$ cat src/hdl/conv_pkg.sv
`default_nettype none

package conv_pkg;

    // datapath widths. Pixels, weights and sums are signed.
    localparam int PIX_W  = 8;
    localparam int WGT_W  = 8;
    localparam int SUM_W  = 20;

    // the pixel buffer holds 256 pixels and the row table 16 rows.
    localparam int ADDR_W = 8;
    localparam int ROW_W  = 4;
    localparam int WIN_W  = 8;

    // lane index width on the weight load port and in the output result.
    localparam int LANE_W = 2;

    typedef logic signed [PIX_W-1:0] pixel_t;
    typedef logic signed [WGT_W-1:0] weight_t;
    typedef logic signed [SUM_W-1:0] sum_t;
    typedef logic [ADDR_W-1:0]       pix_addr_t;
    typedef logic [ROW_W-1:0]        row_idx_t;
    typedef logic [WIN_W-1:0]        win_idx_t;
    typedef logic [LANE_W-1:0]       lane_idx_t;

    // identifies one window. last_of_job marks the final window of a job.
    typedef struct packed {
        row_idx_t row;
        win_idx_t window;
        logic     last_of_job;
    } win_tag_t;

    // one row of the input map, end_addr is exclusive.
    typedef struct packed {
        pix_addr_t start_addr;
        pix_addr_t end_addr;
    } row_entry_t;

    typedef struct packed {
        logic      valid;
        pix_addr_t addr;
        logic      first;
        logic      last;
        win_tag_t  tag;
    } pix_req_t;

    typedef struct packed {
        logic     valid;
        pixel_t   pixel;
        logic     first;
        logic     last;
        win_tag_t tag;
    } pix_beat_t;

    typedef struct packed {
        logic     valid;
        sum_t     sum;
        win_tag_t tag;
    } lane_result_t;

    typedef struct packed {
        lane_idx_t lane;
        sum_t      sum;
        win_tag_t  tag;
    } out_result_t;

    typedef enum logic [1:0] {
        IDLE,
        FETCH,
        HEAD,
        WINDOW
    } gen_state_e;

endpackage

`default_nettype wire

$ cat src/hdl/ifmap_addr_gen.sv
`timescale 1ns/100ps
`default_nettype none

module ifmap_addr_gen #(
    parameter int FILTER_SIZE = 4,
    parameter int STRIDE_W    = 3,
    localparam int TAP_W      = (FILTER_SIZE > 1) ? $clog2(FILTER_SIZE) : 1
) (
    input  wire                        clk,
    input  wire                        rst,
    input  wire                        start,
    input  wire                        row_wr,
    input  wire conv_pkg::row_idx_t    row_waddr,
    input  wire conv_pkg::row_entry_t  row_wdata,
    input  wire conv_pkg::row_idx_t    num_rows,
    input  wire [STRIDE_W-1:0]         stride,
    output conv_pkg::pix_req_t         req,
    output logic                       busy
);
    import conv_pkg::*;

    localparam logic [ADDR_W:0] FS_EXT = (ADDR_W + 1)'(FILTER_SIZE);

    // after the last request the pipeline still needs buffer, lane and serializer cycles.
    localparam int DRAIN_W = $clog2(FILTER_SIZE + 3);
    localparam logic [DRAIN_W-1:0] DRAIN_FULL  = DRAIN_W'(FILTER_SIZE + 2);
    localparam logic [DRAIN_W-1:0] DRAIN_EMPTY = DRAIN_W'(3);

    gen_state_e           state;
    row_entry_t           row_table [2**ROW_W];
    logic [2**ROW_W-1:0]  row_has_win;
    row_entry_t           entry_q;
    pix_addr_t            head;
    pix_addr_t            end_q;
    row_idx_t             row_ptr;
    logic [TAP_W-1:0]     tap;
    win_idx_t             win;
    logic [DRAIN_W-1:0]   drain;
    logic                 last_tap;
    logic                 fits_next;
    logic                 more_rows;

    assign last_tap  = (tap == TAP_W'(FILTER_SIZE - 1));
    assign fits_next = ({1'b0, head} + (ADDR_W + 1)'(stride) + FS_EXT) <= {1'b0, end_q};
    assign busy      = (state != IDLE) || (drain != '0);

    // looks ahead for any later row of this job that still holds a full window.
    always_comb begin
        more_rows = 1'b0;
        for (int i = 0; i < 2**ROW_W; i++) begin
            if (row_has_win[i] && (row_idx_t'(i) > row_ptr) && (row_idx_t'(i) < num_rows)) begin
                more_rows = 1'b1;
            end
        end
    end

    always_ff @(posedge clk) begin
        if (rst) begin
            state   <= IDLE;
            row_ptr <= '0;
            tap     <= '0;
            win     <= '0;
            drain   <= '0;
        end else begin
            case (state)
                IDLE: begin
                    if (drain != '0) begin
                        drain <= drain - 1'b1;
                    end else if (start) begin
                        row_ptr <= '0;
                        state   <= FETCH;
                    end
                end
                FETCH: begin
                    // only reached with row_ptr at num_rows when no row had a window.
                    if (row_ptr == num_rows) begin
                        drain <= DRAIN_EMPTY;
                        state <= IDLE;
                    end else begin
                        state <= HEAD;
                    end
                end
                HEAD: begin
                    tap <= '0;
                    win <= '0;
                    if (row_has_win[row_ptr]) begin
                        state <= WINDOW;
                    end else begin
                        row_ptr <= row_ptr + 1'b1;
                        state   <= FETCH;
                    end
                end
                WINDOW: begin
                    if (!last_tap) begin
                        tap <= tap + 1'b1;
                    end else begin
                        tap <= '0;
                        if (fits_next) begin
                            win <= win + 1'b1;
                        end else if (more_rows) begin
                            row_ptr <= row_ptr + 1'b1;
                            state   <= FETCH;
                        end else begin
                            drain <= DRAIN_FULL;
                            state <= IDLE;
                        end
                    end
                end
                default: state <= IDLE;
            endcase
        end
    end

    always_ff @(posedge clk) begin
        if (row_wr) begin
            row_table[row_waddr]   <= row_wdata;
            row_has_win[row_waddr] <=
                ((ADDR_W + 1)'(row_wdata.start_addr) + FS_EXT) <= {1'b0, row_wdata.end_addr};
        end
        if (state == FETCH) begin
            entry_q <= row_table[row_ptr];
        end
        if (state == HEAD) begin
            head  <= entry_q.start_addr;
            end_q <= entry_q.end_addr;
        end else if (state == WINDOW && last_tap && fits_next) begin
            head <= head + pix_addr_t'(stride);
        end
    end

    always_comb begin
        req = '0;
        if (state == WINDOW) begin
            req.valid           = 1'b1;
            req.addr            = head + pix_addr_t'(tap);
            req.first           = (tap == '0);
            req.last            = last_tap;
            req.tag.row         = row_ptr;
            req.tag.window      = win;
            req.tag.last_of_job = last_tap && !fits_next && !more_rows;
        end else if (state == FETCH && row_ptr == num_rows) begin
            // empty job, a tag-only request still carries the end marker.
            req.tag.row         = row_ptr;
            req.tag.last_of_job = 1'b1;
        end
    end

    a_stride_nonzero: assert property (@(posedge clk) disable iff (rst)
        busy |-> (stride != '0));

endmodule

`default_nettype wire

$ cat src/hdl/ifmap_buffer.sv
`timescale 1ns/100ps
`default_nettype none

module ifmap_buffer (
    input  wire                      clk,
    input  wire                      pix_wr,
    input  wire conv_pkg::pix_addr_t pix_waddr,
    input  wire conv_pkg::pixel_t    pix_wdata,
    input  wire conv_pkg::pix_req_t  req,
    output conv_pkg::pix_beat_t      beat
);
    import conv_pkg::*;

    pixel_t mem [2**ADDR_W];

    // host writes land here between jobs.
    always_ff @(posedge clk) begin
        if (pix_wr) begin
            mem[pix_waddr] <= pix_wdata;
        end
    end

    // the read takes one cycle, so the markers are delayed by the same register stage.
    always_ff @(posedge clk) begin
        beat.pixel <= mem[req.addr];
        beat.valid <= req.valid;
        beat.first <= req.first;
        beat.last  <= req.last;
        beat.tag   <= req.tag;
    end

endmodule

`default_nettype wire

$ cat src/hdl/mac_lane.sv
`timescale 1ns/100ps
`default_nettype none

module mac_lane #(
    parameter int FILTER_SIZE = 4,
    parameter int LANE_ID     = 0,
    localparam int TAP_W      = (FILTER_SIZE > 1) ? $clog2(FILTER_SIZE) : 1
) (
    input  wire                       clk,
    input  wire                       rst,
    input  wire                       wgt_wr,
    input  wire conv_pkg::lane_idx_t  wgt_lane,
    input  wire [TAP_W-1:0]           wgt_tap,
    input  wire conv_pkg::weight_t    wgt_data,
    input  wire conv_pkg::pix_beat_t  beat,
    output conv_pkg::lane_result_t    result
);
    import conv_pkg::*;

    weight_t           taps [FILTER_SIZE];
    logic [TAP_W-1:0]  tap_idx;
    logic [TAP_W-1:0]  cur_tap;
    sum_t              prod;
    sum_t              acc;
    sum_t              acc_next;
    logic              res_load;
    logic              res_valid;
    logic              res_end;
    sum_t              res_sum;
    win_tag_t          res_tag;

    // the first beat always uses tap 0, later beats follow the lane's own count.
    assign cur_tap  = beat.first ? '0 : tap_idx;
    assign prod     = sum_t'($signed(beat.pixel)) * sum_t'(taps[cur_tap]);
    assign acc_next = (beat.first ? sum_t'(0) : acc) + prod;

    // a tag-only end marker is passed on so the serializer can close an empty job.
    assign res_load = (beat.valid && beat.last) || (!beat.valid && beat.tag.last_of_job);

    always_ff @(posedge clk) begin
        if (wgt_wr && wgt_lane == lane_idx_t'(LANE_ID)) begin
            taps[wgt_tap] <= wgt_data;
        end
        if (beat.valid) begin
            acc <= acc_next;
        end
        if (res_load) begin
            res_sum <= acc_next;
            res_tag <= beat.tag;
        end
    end

    always_ff @(posedge clk) begin
        if (rst) begin
            tap_idx   <= '0;
            res_valid <= 1'b0;
            res_end   <= 1'b0;
        end else begin
            if (beat.valid) begin
                tap_idx <= cur_tap + 1'b1;
            end
            res_valid <= res_load && beat.valid;
            res_end   <= res_load && beat.tag.last_of_job;
        end
    end

    always_comb begin
        result                 = '0;
        result.valid           = res_valid;
        result.sum             = res_sum;
        result.tag             = res_tag;
        result.tag.last_of_job = res_end;
    end

    a_window_len: assert property (@(posedge clk) disable iff (rst)
        (beat.valid && beat.first) |-> ##(FILTER_SIZE - 1) (beat.valid && beat.last));

endmodule

`default_nettype wire

$ cat src/hdl/result_serializer.sv
`timescale 1ns/100ps
`default_nettype none

module result_serializer #(
    parameter int NUM_LANES   = 4,
    parameter int FILTER_SIZE = 4
) (
    input  wire                          clk,
    input  wire                          rst,
    input  wire conv_pkg::lane_result_t  results [NUM_LANES],
    output logic                         out_valid,
    output conv_pkg::out_result_t        out_result,
    output logic                         done
);
    import conv_pkg::*;

    sum_t                  sum_q [NUM_LANES];
    logic [LANE_W:0]       remaining;
    logic                  batch_last;
    logic                  capture;
    lane_idx_t             next_lane;
    logic [NUM_LANES-1:0]  lane_valids;

    // the drain only finishes before the next window if NUM_LANES fits in FILTER_SIZE.
    if (NUM_LANES > FILTER_SIZE || NUM_LANES > 2**LANE_W) begin : g_bad_lanes
        $error("result_serializer: NUM_LANES exceeds FILTER_SIZE or the lane index range.");
    end

    always_comb begin
        for (int i = 0; i < NUM_LANES; i++) begin
            lane_valids[i] = results[i].valid;
        end
    end

    assign capture   = results[0].valid || results[0].tag.last_of_job;
    assign next_lane = out_result.lane + 1'b1;

    always_ff @(posedge clk) begin
        if (rst) begin
            out_valid  <= 1'b0;
            done       <= 1'b0;
            remaining  <= '0;
            batch_last <= 1'b0;
        end else begin
            out_valid <= 1'b0;
            done      <= 1'b0;
            if (capture && results[0].valid) begin
                out_valid  <= 1'b1;
                remaining  <= (LANE_W + 1)'(NUM_LANES - 1);
                batch_last <= results[0].tag.last_of_job;
                done       <= (NUM_LANES == 1) && results[0].tag.last_of_job;
            end else if (capture) begin
                done <= 1'b1;   // empty job
            end else if (remaining != '0) begin
                out_valid <= 1'b1;
                remaining <= remaining - 1'b1;
                done      <= batch_last && (remaining == 1);
            end
        end
    end

    // lane 0 goes out straight from the capture, the others from the held sums.
    always_ff @(posedge clk) begin
        if (capture) begin
            for (int i = 0; i < NUM_LANES; i++) begin
                sum_q[i] <= results[i].sum;
            end
            out_result.lane <= '0;
            out_result.sum  <= results[0].sum;
            out_result.tag  <= results[0].tag;
        end else if (remaining != '0) begin
            out_result.lane <= next_lane;
            out_result.sum  <= sum_q[next_lane];
        end
    end

    a_lanes_aligned: assert property (@(posedge clk) disable iff (rst)
        (|lane_valids) |-> (&lane_valids));

    a_no_overlap: assert property (@(posedge clk) disable iff (rst)
        capture |-> (remaining == '0));

endmodule

`default_nettype wire

$ cat src/hdl/conv_row_engine.sv
`timescale 1ns/100ps
`default_nettype none

module conv_row_engine #(
    parameter int FILTER_SIZE = 4,
    parameter int NUM_LANES   = 4,
    parameter int STRIDE_W    = 3,
    localparam int TAP_W      = (FILTER_SIZE > 1) ? $clog2(FILTER_SIZE) : 1
) (
    input  wire                        clk,
    input  wire                        rst,
    input  wire                        row_wr,
    input  wire conv_pkg::row_idx_t    row_waddr,
    input  wire conv_pkg::row_entry_t  row_wdata,
    input  wire                        pix_wr,
    input  wire conv_pkg::pix_addr_t   pix_waddr,
    input  wire conv_pkg::pixel_t      pix_wdata,
    input  wire                        wgt_wr,
    input  wire conv_pkg::lane_idx_t   wgt_lane,
    input  wire [TAP_W-1:0]            wgt_tap,
    input  wire conv_pkg::weight_t     wgt_data,
    input  wire                        start,
    input  wire conv_pkg::row_idx_t    num_rows,
    input  wire [STRIDE_W-1:0]         stride,
    output logic                       busy,
    output logic                       out_valid,
    output conv_pkg::out_result_t      out_result,
    output logic                       done
);
    import conv_pkg::*;

    wire pix_req_t     req;
    wire pix_beat_t    beat;
    wire lane_result_t lane_results [NUM_LANES];

    ifmap_addr_gen #(
        .FILTER_SIZE (FILTER_SIZE),
        .STRIDE_W    (STRIDE_W)
    ) gen_i (
        .clk       (clk),
        .rst       (rst),
        .start     (start),
        .row_wr    (row_wr),
        .row_waddr (row_waddr),
        .row_wdata (row_wdata),
        .num_rows  (num_rows),
        .stride    (stride),
        .req       (req),
        .busy      (busy)
    );

    ifmap_buffer buf_i (
        .clk       (clk),
        .pix_wr    (pix_wr),
        .pix_waddr (pix_waddr),
        .pix_wdata (pix_wdata),
        .req       (req),
        .beat      (beat)
    );

    // every lane sees the same beat and computes one output channel.
    for (genvar i = 0; i < NUM_LANES; i++) begin : g_lane
        mac_lane #(
            .FILTER_SIZE (FILTER_SIZE),
            .LANE_ID     (i)
        ) lane_i (
            .clk      (clk),
            .rst      (rst),
            .wgt_wr   (wgt_wr),
            .wgt_lane (wgt_lane),
            .wgt_tap  (wgt_tap),
            .wgt_data (wgt_data),
            .beat     (beat),
            .result   (lane_results[i])
        );
    end

    result_serializer #(
        .NUM_LANES   (NUM_LANES),
        .FILTER_SIZE (FILTER_SIZE)
    ) ser_i (
        .clk        (clk),
        .rst        (rst),
        .results    (lane_results),
        .out_valid  (out_valid),
        .out_result (out_result),
        .done       (done)
    );

endmodule

`default_nettype wire

$ cat config.mk
export PLATFORM = sky130hd
export DESIGN_NAME = conv_row_engine
export DESIGN_NICKNAME = d
export VERILOG_FILES = /design/src/hdl/conv_pkg.sv /design/src/hdl/ifmap_addr_gen.sv /design/src/hdl/ifmap_buffer.sv /design/src/hdl/mac_lane.sv /design/src/hdl/result_serializer.sv /design/src/hdl/conv_row_engine.sv
export SDC_FILE = /design/constraint.sdc
export NUM_CORES = 2
export LEC_CHECK = 0
export BUFFER_PORTS_ARGS = -buffer_cell sky130_fd_sc_hd__buf_2
export CORE_ASPECT_RATIO = 0.9
export CORE_MARGIN = 5
export CORE_UTILIZATION = 60
export DETAILED_ROUTE_END_ITERATION = 8
export PLACE_DENSITY = 0.81
export SYNTH_ARGS = -nofsm -noshare
export SYNTH_HDL_FRONTEND = slang
export SYNTH_SLANG_ARGS = --single-unit
$ cat constraint.sdc
create_clock -name clk -period 10.54 [get_ports clk]
set_input_delay 0.527 -clock clk [delete_from_list [all_inputs] [get_ports clk]]
set_output_delay 0.527 -clock clk [all_outputs]
set_load 0.01 [all_outputs]
Word-level counts from Yosys, hierarchy flattened. Memories as Yosys holds them, arrays and structs flattened. A register that Yosys moved wholly into a read port is not among the register bits. Cells that the tools add are included.

Add/subtract/negate cells: 19. Multiply operators: 4. Order comparisons: 37. Equal/unequal tests: 20. Mux-type cells: 86. Bitwise logic cells: 1. Reductions and logical operators: 73.

Operators by type and width (count): 2-to-1 mux 20 bit (6); adder 20 bit (4); multiplier 8 x 8 -> 16 bit (4); logical AND 1 bit (48); 2-to-1 mux 1 bit (40); greater-than comparator 4 bit, first input constant (8); less-than comparator 4 bit, first input constant (8); 2-to-1 mux 4 bit (8); 2-to-1 mux 8 bit (4); 2-to-1 mux 2 bit (14); less-or-equal comparator 9 x 8 -> 1 bit (2); bitwise mux 16 bit (1); greater-than comparator 3 x 4 -> 1 bit, first input constant (4); less-than comparator 3 x 4 -> 1 bit, first input constant (4); case mux 8 bit (2 select lines) (1); 2-to-1 mux 3 bit (5); != test 2 bit, second input constant (7); adder 2 x 1 -> 2 bit, second input constant (6); case mux 4 bit (3 select lines) (1); nonzero test 3 bit (4); 2-to-1 mux 11 bit (1); == test 2 bit, second input constant (5); less-than comparator 4 x 5 -> 1 bit, second input constant (2); nonzero test 2 bit (5); 32 further kinds (48).

Register bits after elaboration: 290. RAM bits: 2512. Input bits: 61. Output and inout port bits: 38. Word-level logic and storage cells: 287. Memories kept: 7.

Memory list: buf_i.mem (depth 256, width 8, rd ports 1, clocked after memory_dff 1, wr ports 1, line ifmap_buffer.sv:14) `pixel_t mem [2**ADDR_W];`; gen_i.row_table (depth 16, width 16, rd ports 1, clocked after memory_dff 1, wr ports 1, line ifmap_addr_gen.sv:30) `row_entry_t row_table [2**ROW_W];`; ser_i.sum_q (depth 4, width 20, rd ports 1, clocked after memory_dff 0, wr ports 4, line result_serializer.sv:17) `sum_t sum_q [NUM_LANES];`; g_lane[0].lane_i.taps (depth 4, width 8, rd ports 1, clocked after memory_dff 0, wr ports 1, line mac_lane.sv:20) `weight_t taps [FILTER_SIZE];`; g_lane[1].lane_i.taps (depth 4, width 8, rd ports 1, clocked after memory_dff 0, wr ports 1, line mac_lane.sv:20); g_lane[2].lane_i.taps (depth 4, width 8, rd ports 1, clocked after memory_dff 0, wr ports 1, line mac_lane.sv:20); +1 memories.

Logic depth before layout (Yosys ltp).
Word-level depth: 23. Gate-level depth with buffers: 32. Gate-level depth less buffers: 31.

Modules after synthesis. From an unflattened synthesis, not the netlist that was laid out.

Cell total of the unflattened synthesis: 7146. Area, all modules: 125526.6 µm².

By module, submodules not included: ifmap_buffer (instances 1, cells an instance 3749, area an instance 79876.6 µm², sequential area each 61979.4 µm²); ifmap_addr_gen (instances 1, cells an instance 932, area an instance 14109.8 µm², sequential area each 9509.1 µm²); mac_lane at g_lane[1].lane_i ... (instances 2, cells an instance 566, area an instance 6824.0 µm², sequential area each 2602.5 µm²); mac_lane at g_lane[0].lane_i (instances 1, cells an instance 558, area an instance 6802.8 µm², sequential area each 2602.5 µm²); mac_lane at g_lane[3].lane_i (instances 1, cells an instance 529, area an instance 6603.8 µm², sequential area each 2602.5 µm²); result_serializer (instances 1, cells an instance 246, area an instance 4485.6 µm², sequential area each 3553.4 µm²).

Worst setup path after synthesis. No wires, ideal clock.

Path kind: reg-to-reg. From: register buf_i.beat[23] (netlist name). To: register g_lane[0].lane_i.res_sum[0] (enable). Library setup time: 0.670 ns. Data arrival time: 8.064 ns. Data required time: 9.870 ns. Setup slack: 1.806 ns. Cell stages (with the launch flop): 3. Path buffers: 1. Clock period less this slack: 8.734 ns. Path through: dfxtp_1 clkbuf_1 o21ai_0.

Word-level cells in the longest chain between the ends: 3. Elaborated cells on any way between the ends: 4. Those cells by class: reduce/logical: 4.

RTL lines: zero test 1 bit (line mac_lane.sv:38) `assign res_load = (beat.valid && beat.last) || (!beat.valid && beat.tag.last_of_job);`; logical AND 1 bit (line mac_lane.sv:38); logical OR 1 bit * (line mac_lane.sv:38); named net g_lane[0].lane_i.res_load (line mac_lane.sv:26) `logic res_load;`; end signal: assignment (line mac_lane.sv:48) `res_sum <= acc_next;`; end: declaration (line mac_lane.sv:29) `sum_t res_sum;`.

The timed path passes the listed nets; every way through them passes the cells marked *. A chain may end at the register's enable or synchronous reset.

Worst setup path in the final report.
From: register g_lane[2].lane_i.tap_idx[0]. To: register g_lane[2].lane_i.res_sum[17] (data pin).

Word-level cells in the longest chain between the ends: 4.

RTL lines: start: declaration (line mac_lane.sv:21) `logic [TAP_W-1:0] tap_idx;`; start signal: assignment (line mac_lane.sv:60) `tap_idx <= cur_tap + 1'b1;`; 2-to-1 mux 2 bit (line mac_lane.sv:33) `assign cur_tap = beat.first ? '0 : tap_idx;`; memory (4 x 8 bit); multiplier 8 x 8 -> 16 bit (line mac_lane.sv:34) `assign prod = sum_t'($signed(beat.pixel)) * sum_t'(taps[cur_tap]);`; adder 20 bit (line mac_lane.sv:35) `assign acc_next = (beat.first ? sum_t'(0) : acc) + prod;`; named net g_lane[2].lane_i.acc_next[17] (line mac_lane.sv:25) `sum_t acc_next;`; end signal: assignment (line mac_lane.sv:48); end: declaration (line mac_lane.sv:29).

The timed path passes the listed nets, and every way through them passes these cells.

==> flow_summary.json <==
{
  "outcome": "finished with violations",
  "failing_checks": "design-rule violations",
  "fmax_mhz": 124,
  "area.sequential_mm2": 0.0843,
  "report.final.slew_viol_count": 0,
  "cts_num_sinks": 2826,
  "groute.layer.met2.usage": 0.427,
  "period_share": 0.763,
  "drt-pass1-iter-count": 8,
  "critical-path-slowest-cell": "a21oi_1",
  "synth.area.top_cells": "edfxtp_1, mux4_2, fa_1",
  "grt_busiest_layer": "met2",
  "core_region_area_mm2": 0.206,
  "synth_top_cells_by_count": "edfxtp_1, nor2_1, o21ai_0, mux4_2, inv_1",
  "ctsHtreeMaxLevel": 5,
  "grt_setup_unrepaired": "no",
  "setup_crit_end_kind": "flip-flop",
  "clk_pin_slew_worst_paths_ns": 0.06,
  "drcViolationCount": 1,
  "synthArstFlopShare": 0,
  "synth.ff_latch_count": 2826,
  "final_antenna_net_count": 0,
  "finalHoldViolCount": 0,
  "global_route.usage.met3": 0.0666,
  "die_area_mm2": 0.216,
  "drt-wirelength-per-cell_um": 27.9,
  "totalNegativeSetupSlack_ns": 0,
  "dp_hpwl_mm": 179,
  "synth_top_cell_by_area": "edfxtp_1",
  "area_growth_pct": 9.70,
  "post_cts_resized": 0,
  "synthFlopType": "edfxtp_1",
  "drv.max_cap_violation_count": 0,
  "tritoncts.num_buffers": 290,
  "timing.critical_path.slowest_cell_delay_ns": 0.75,
  "synth_top_area_frac": 0.670,
  "min_period_ns": 8.04,
  "holdCritPathClass": "in2reg",
  "cp_common_cell": "nor2_1",
  "place.gp.congestion": 0.902,
  "n_fill_cell": 12800,
  "grt.total_usage": 0.279,
  "detail_route.iter0.violations": 10400,
  "grt_max_degree": 191,
  "timing.max_slew.rel_slack": 0.138,
  "worst-path-max-fanout": 13,
  "synth-edff-count": 2765,
  "fin_nets": 8336,
  "ys.warnings.count": 0,
  "clock_insertion_delay_worst_skew_ns": 0.94,
  "ios": 99,
  "viasPerCell": 6.64,
  "die_w_um": 489,
  "starting_density": 0.602,
  "cts_tree": "done",
  "critical_path_arrival_ns": 8.64,
  "synthesis.nets": 8257,
  "grtUsageMet1": 0.395,
  "root_buffer_cell": "clkbuf_16",
  "setup_buffers_after_cts": 0,
  "synthDistinctLibCells": 78,
  "worst_slew_pin_slew_ns": 1.29,
  "synth_cells": 7735,
  "netlist_area_mm2": 0.124,
  "vias_in_the_first_global_route": 70800,
  "post_route_skew_ns": 0.0706,
  "layout.core_utilization": 0.660,
  "synth_area_per_cell_um2": 16.0,
  "drive_above_1_share": 0.138,
  "die_y_um": 441,
  "vias": 71300,
  "setup_violations": 0,
  "fp-row-count": 158,
  "first_pass_grt_wire_length_mm": 451,
  "routed_wl_mm": 300,
  "cp_data_required_time_ns": 11.14,
  "grt_overflow": 0,
  "start_kind": "flip-flop",
  "worstSetupPathType": "reg2reg",
  "numPortBuffers": 98,
  "proportion_of_synthesized_chip_area_in_sequential_cells": 0.680,
  "multi_input_comb_area_mm2": 0.0363,
  "top_count_cell_post_synth": "edfxtp_1",
  "cts_buffer_depth": 4,
  "place_ws_ns": 2.64,
  "grt_antenna_before_repair": 23,
  "fin_ws_ns": 2.50
}
==> final cells by class <==
type | count | area share
inverters | 404 | 0.0112
diodes | 14 | 0.000258
clock buffers | 355 | 0.0565
flip-flops and latches | 2826 | 0.620
multi-input cells | 4072 | 0.267
clock inverters | 136 | 0.00868
repair buffers | 220 | 0.0116
well taps | 2720 | 0.0250
==> registers in the layout, indices dropped and copies added (netlist names), 3 cells and up <==
| signal | cells |
|---|---|
| gen_i.end_q | 8 |
| gen_i.drain | 3 |
| gen_i.head | 8 |
| g_lane.lane_i.res_sum | 80 |
| ser_i.sum_q | 80 |
| gen_i.entry_q | 16 |
| buf_i.mem | 2048 |
| gen_i.row_table | 256 |
| ser_i.remaining | 3 |
| gen_i.win | 8 |
| g_lane.lane_i.tap_idx | 8 |
| g_lane.lane_i.acc | 80 |
| ser_i.out_result | 35 |
| gen_i.row_ptr | 4 |
| g_lane.lane_i.result | 12 |
| gen_i.row_has_win | 16 |
| g_lane.lane_i.taps | 128 |
| buf_i.beat | 24 |
==> per-layer routing <==
metal	vias up	wire [µm]	part of all wire
met2	4860	140000	0.47
met3	810	36000	0.12
met5	-	188	0.00063
met1	35700	112000	0.37
li1	29900	-	-
met4	28	11900	0.040
==> kinds of logic (layout without fill, tap and decap cells) <==
family                     Yosys count  in the layout  share of synthesized area
adders and majority gates          462            462                     0.0604
other                                0             14                          0
DFF                               2826           2826                      0.680
xor gates and xnor gates           172            172                     0.0129
AOI/OAI and AO/OA                 1340           1340                     0.0702
buffers and inverters              837           1115                     0.0283
and+or+nand+nor                   1517           1517                     0.0585
muxes                              581            581                     0.0898
==> cell usage in the layout (no fill, tap or decap), drive strengths merged, types with 18 or more instances in the layout <==
cell    count
clkbuf    363
nand2     321
and2      171
nand4      20
mux2       45
o221ai    272
o21a       28
a211oi     37
and3       19
nand3      44
nor2b     109
clkinv     98
xnor2     123
o211ai     31
buf       200
inv       408
nor3       43
bufinv     18
o21ai     518
o22ai      85
or3        18
fa        228
ha        233
o21bai     30
xor2       43
a22oi      32
mux2i     116
edfxtp   2765
a21o       34
mux4      420
dfxtp      61
nor2      605
nand3b    105
a21oi     163
nand2b     31
==> critical path, delay by kind of cell, from the launching register on <==
family	cells	cell delay, ns
xor+xnor	2	0.62
compound gates	6	1.62
mux	1	0.16
fa+ha+maj	6	2.79
buf+inv	4	0.43
simple gates	9	1.40
flops	1	0.70
==> stage by stage <==
step           instances  hold slack, ns  area, µm²
4_1_cts            10700        0.000957     136000
3_3_place_gp       10200           0.391     127000
6_report           10700          0.0642     136000
3_5_place_dp       10200           0.389     127000
5_1_grt            10700          0.0410     136000
2_1_floorplan       7735           0.386     124000
==> worst paths after layout <==
check / start / endpoint / slack (ns) / cells after the start
min reg2reg: g_lane[1].lane_i.res_sum[14]$_DFFE_PP_ / ser_i.sum_q[1][14]$_DFFE_PN_ / 0.39 / 0
max reg2reg: g_lane[2].lane_i.tap_idx[0]$_SDFFE_PP0P_ / g_lane[2].lane_i.res_sum[17]$_DFFE_PP_ / 2.50 / 28
min: row_wdata[13] / gen_i.row_table[2][13]$_DFFE_PP_ / 0.06 / 1
max: g_lane[2].lane_i.tap_idx[0]$_SDFFE_PP0P_ / g_lane[2].lane_i.res_sum[17]$_DFFE_PP_ / 2.50 / 28
==> repair_timing <==
action                     CTS  global route
hold endpoints to repair   182             0
hold buffers                12             0
setup endpoints to repair    0             0
Power is left out: the tool's default activity adds up to more than one toggle a clock period on the data nets, which glitch-free logic cannot reach.
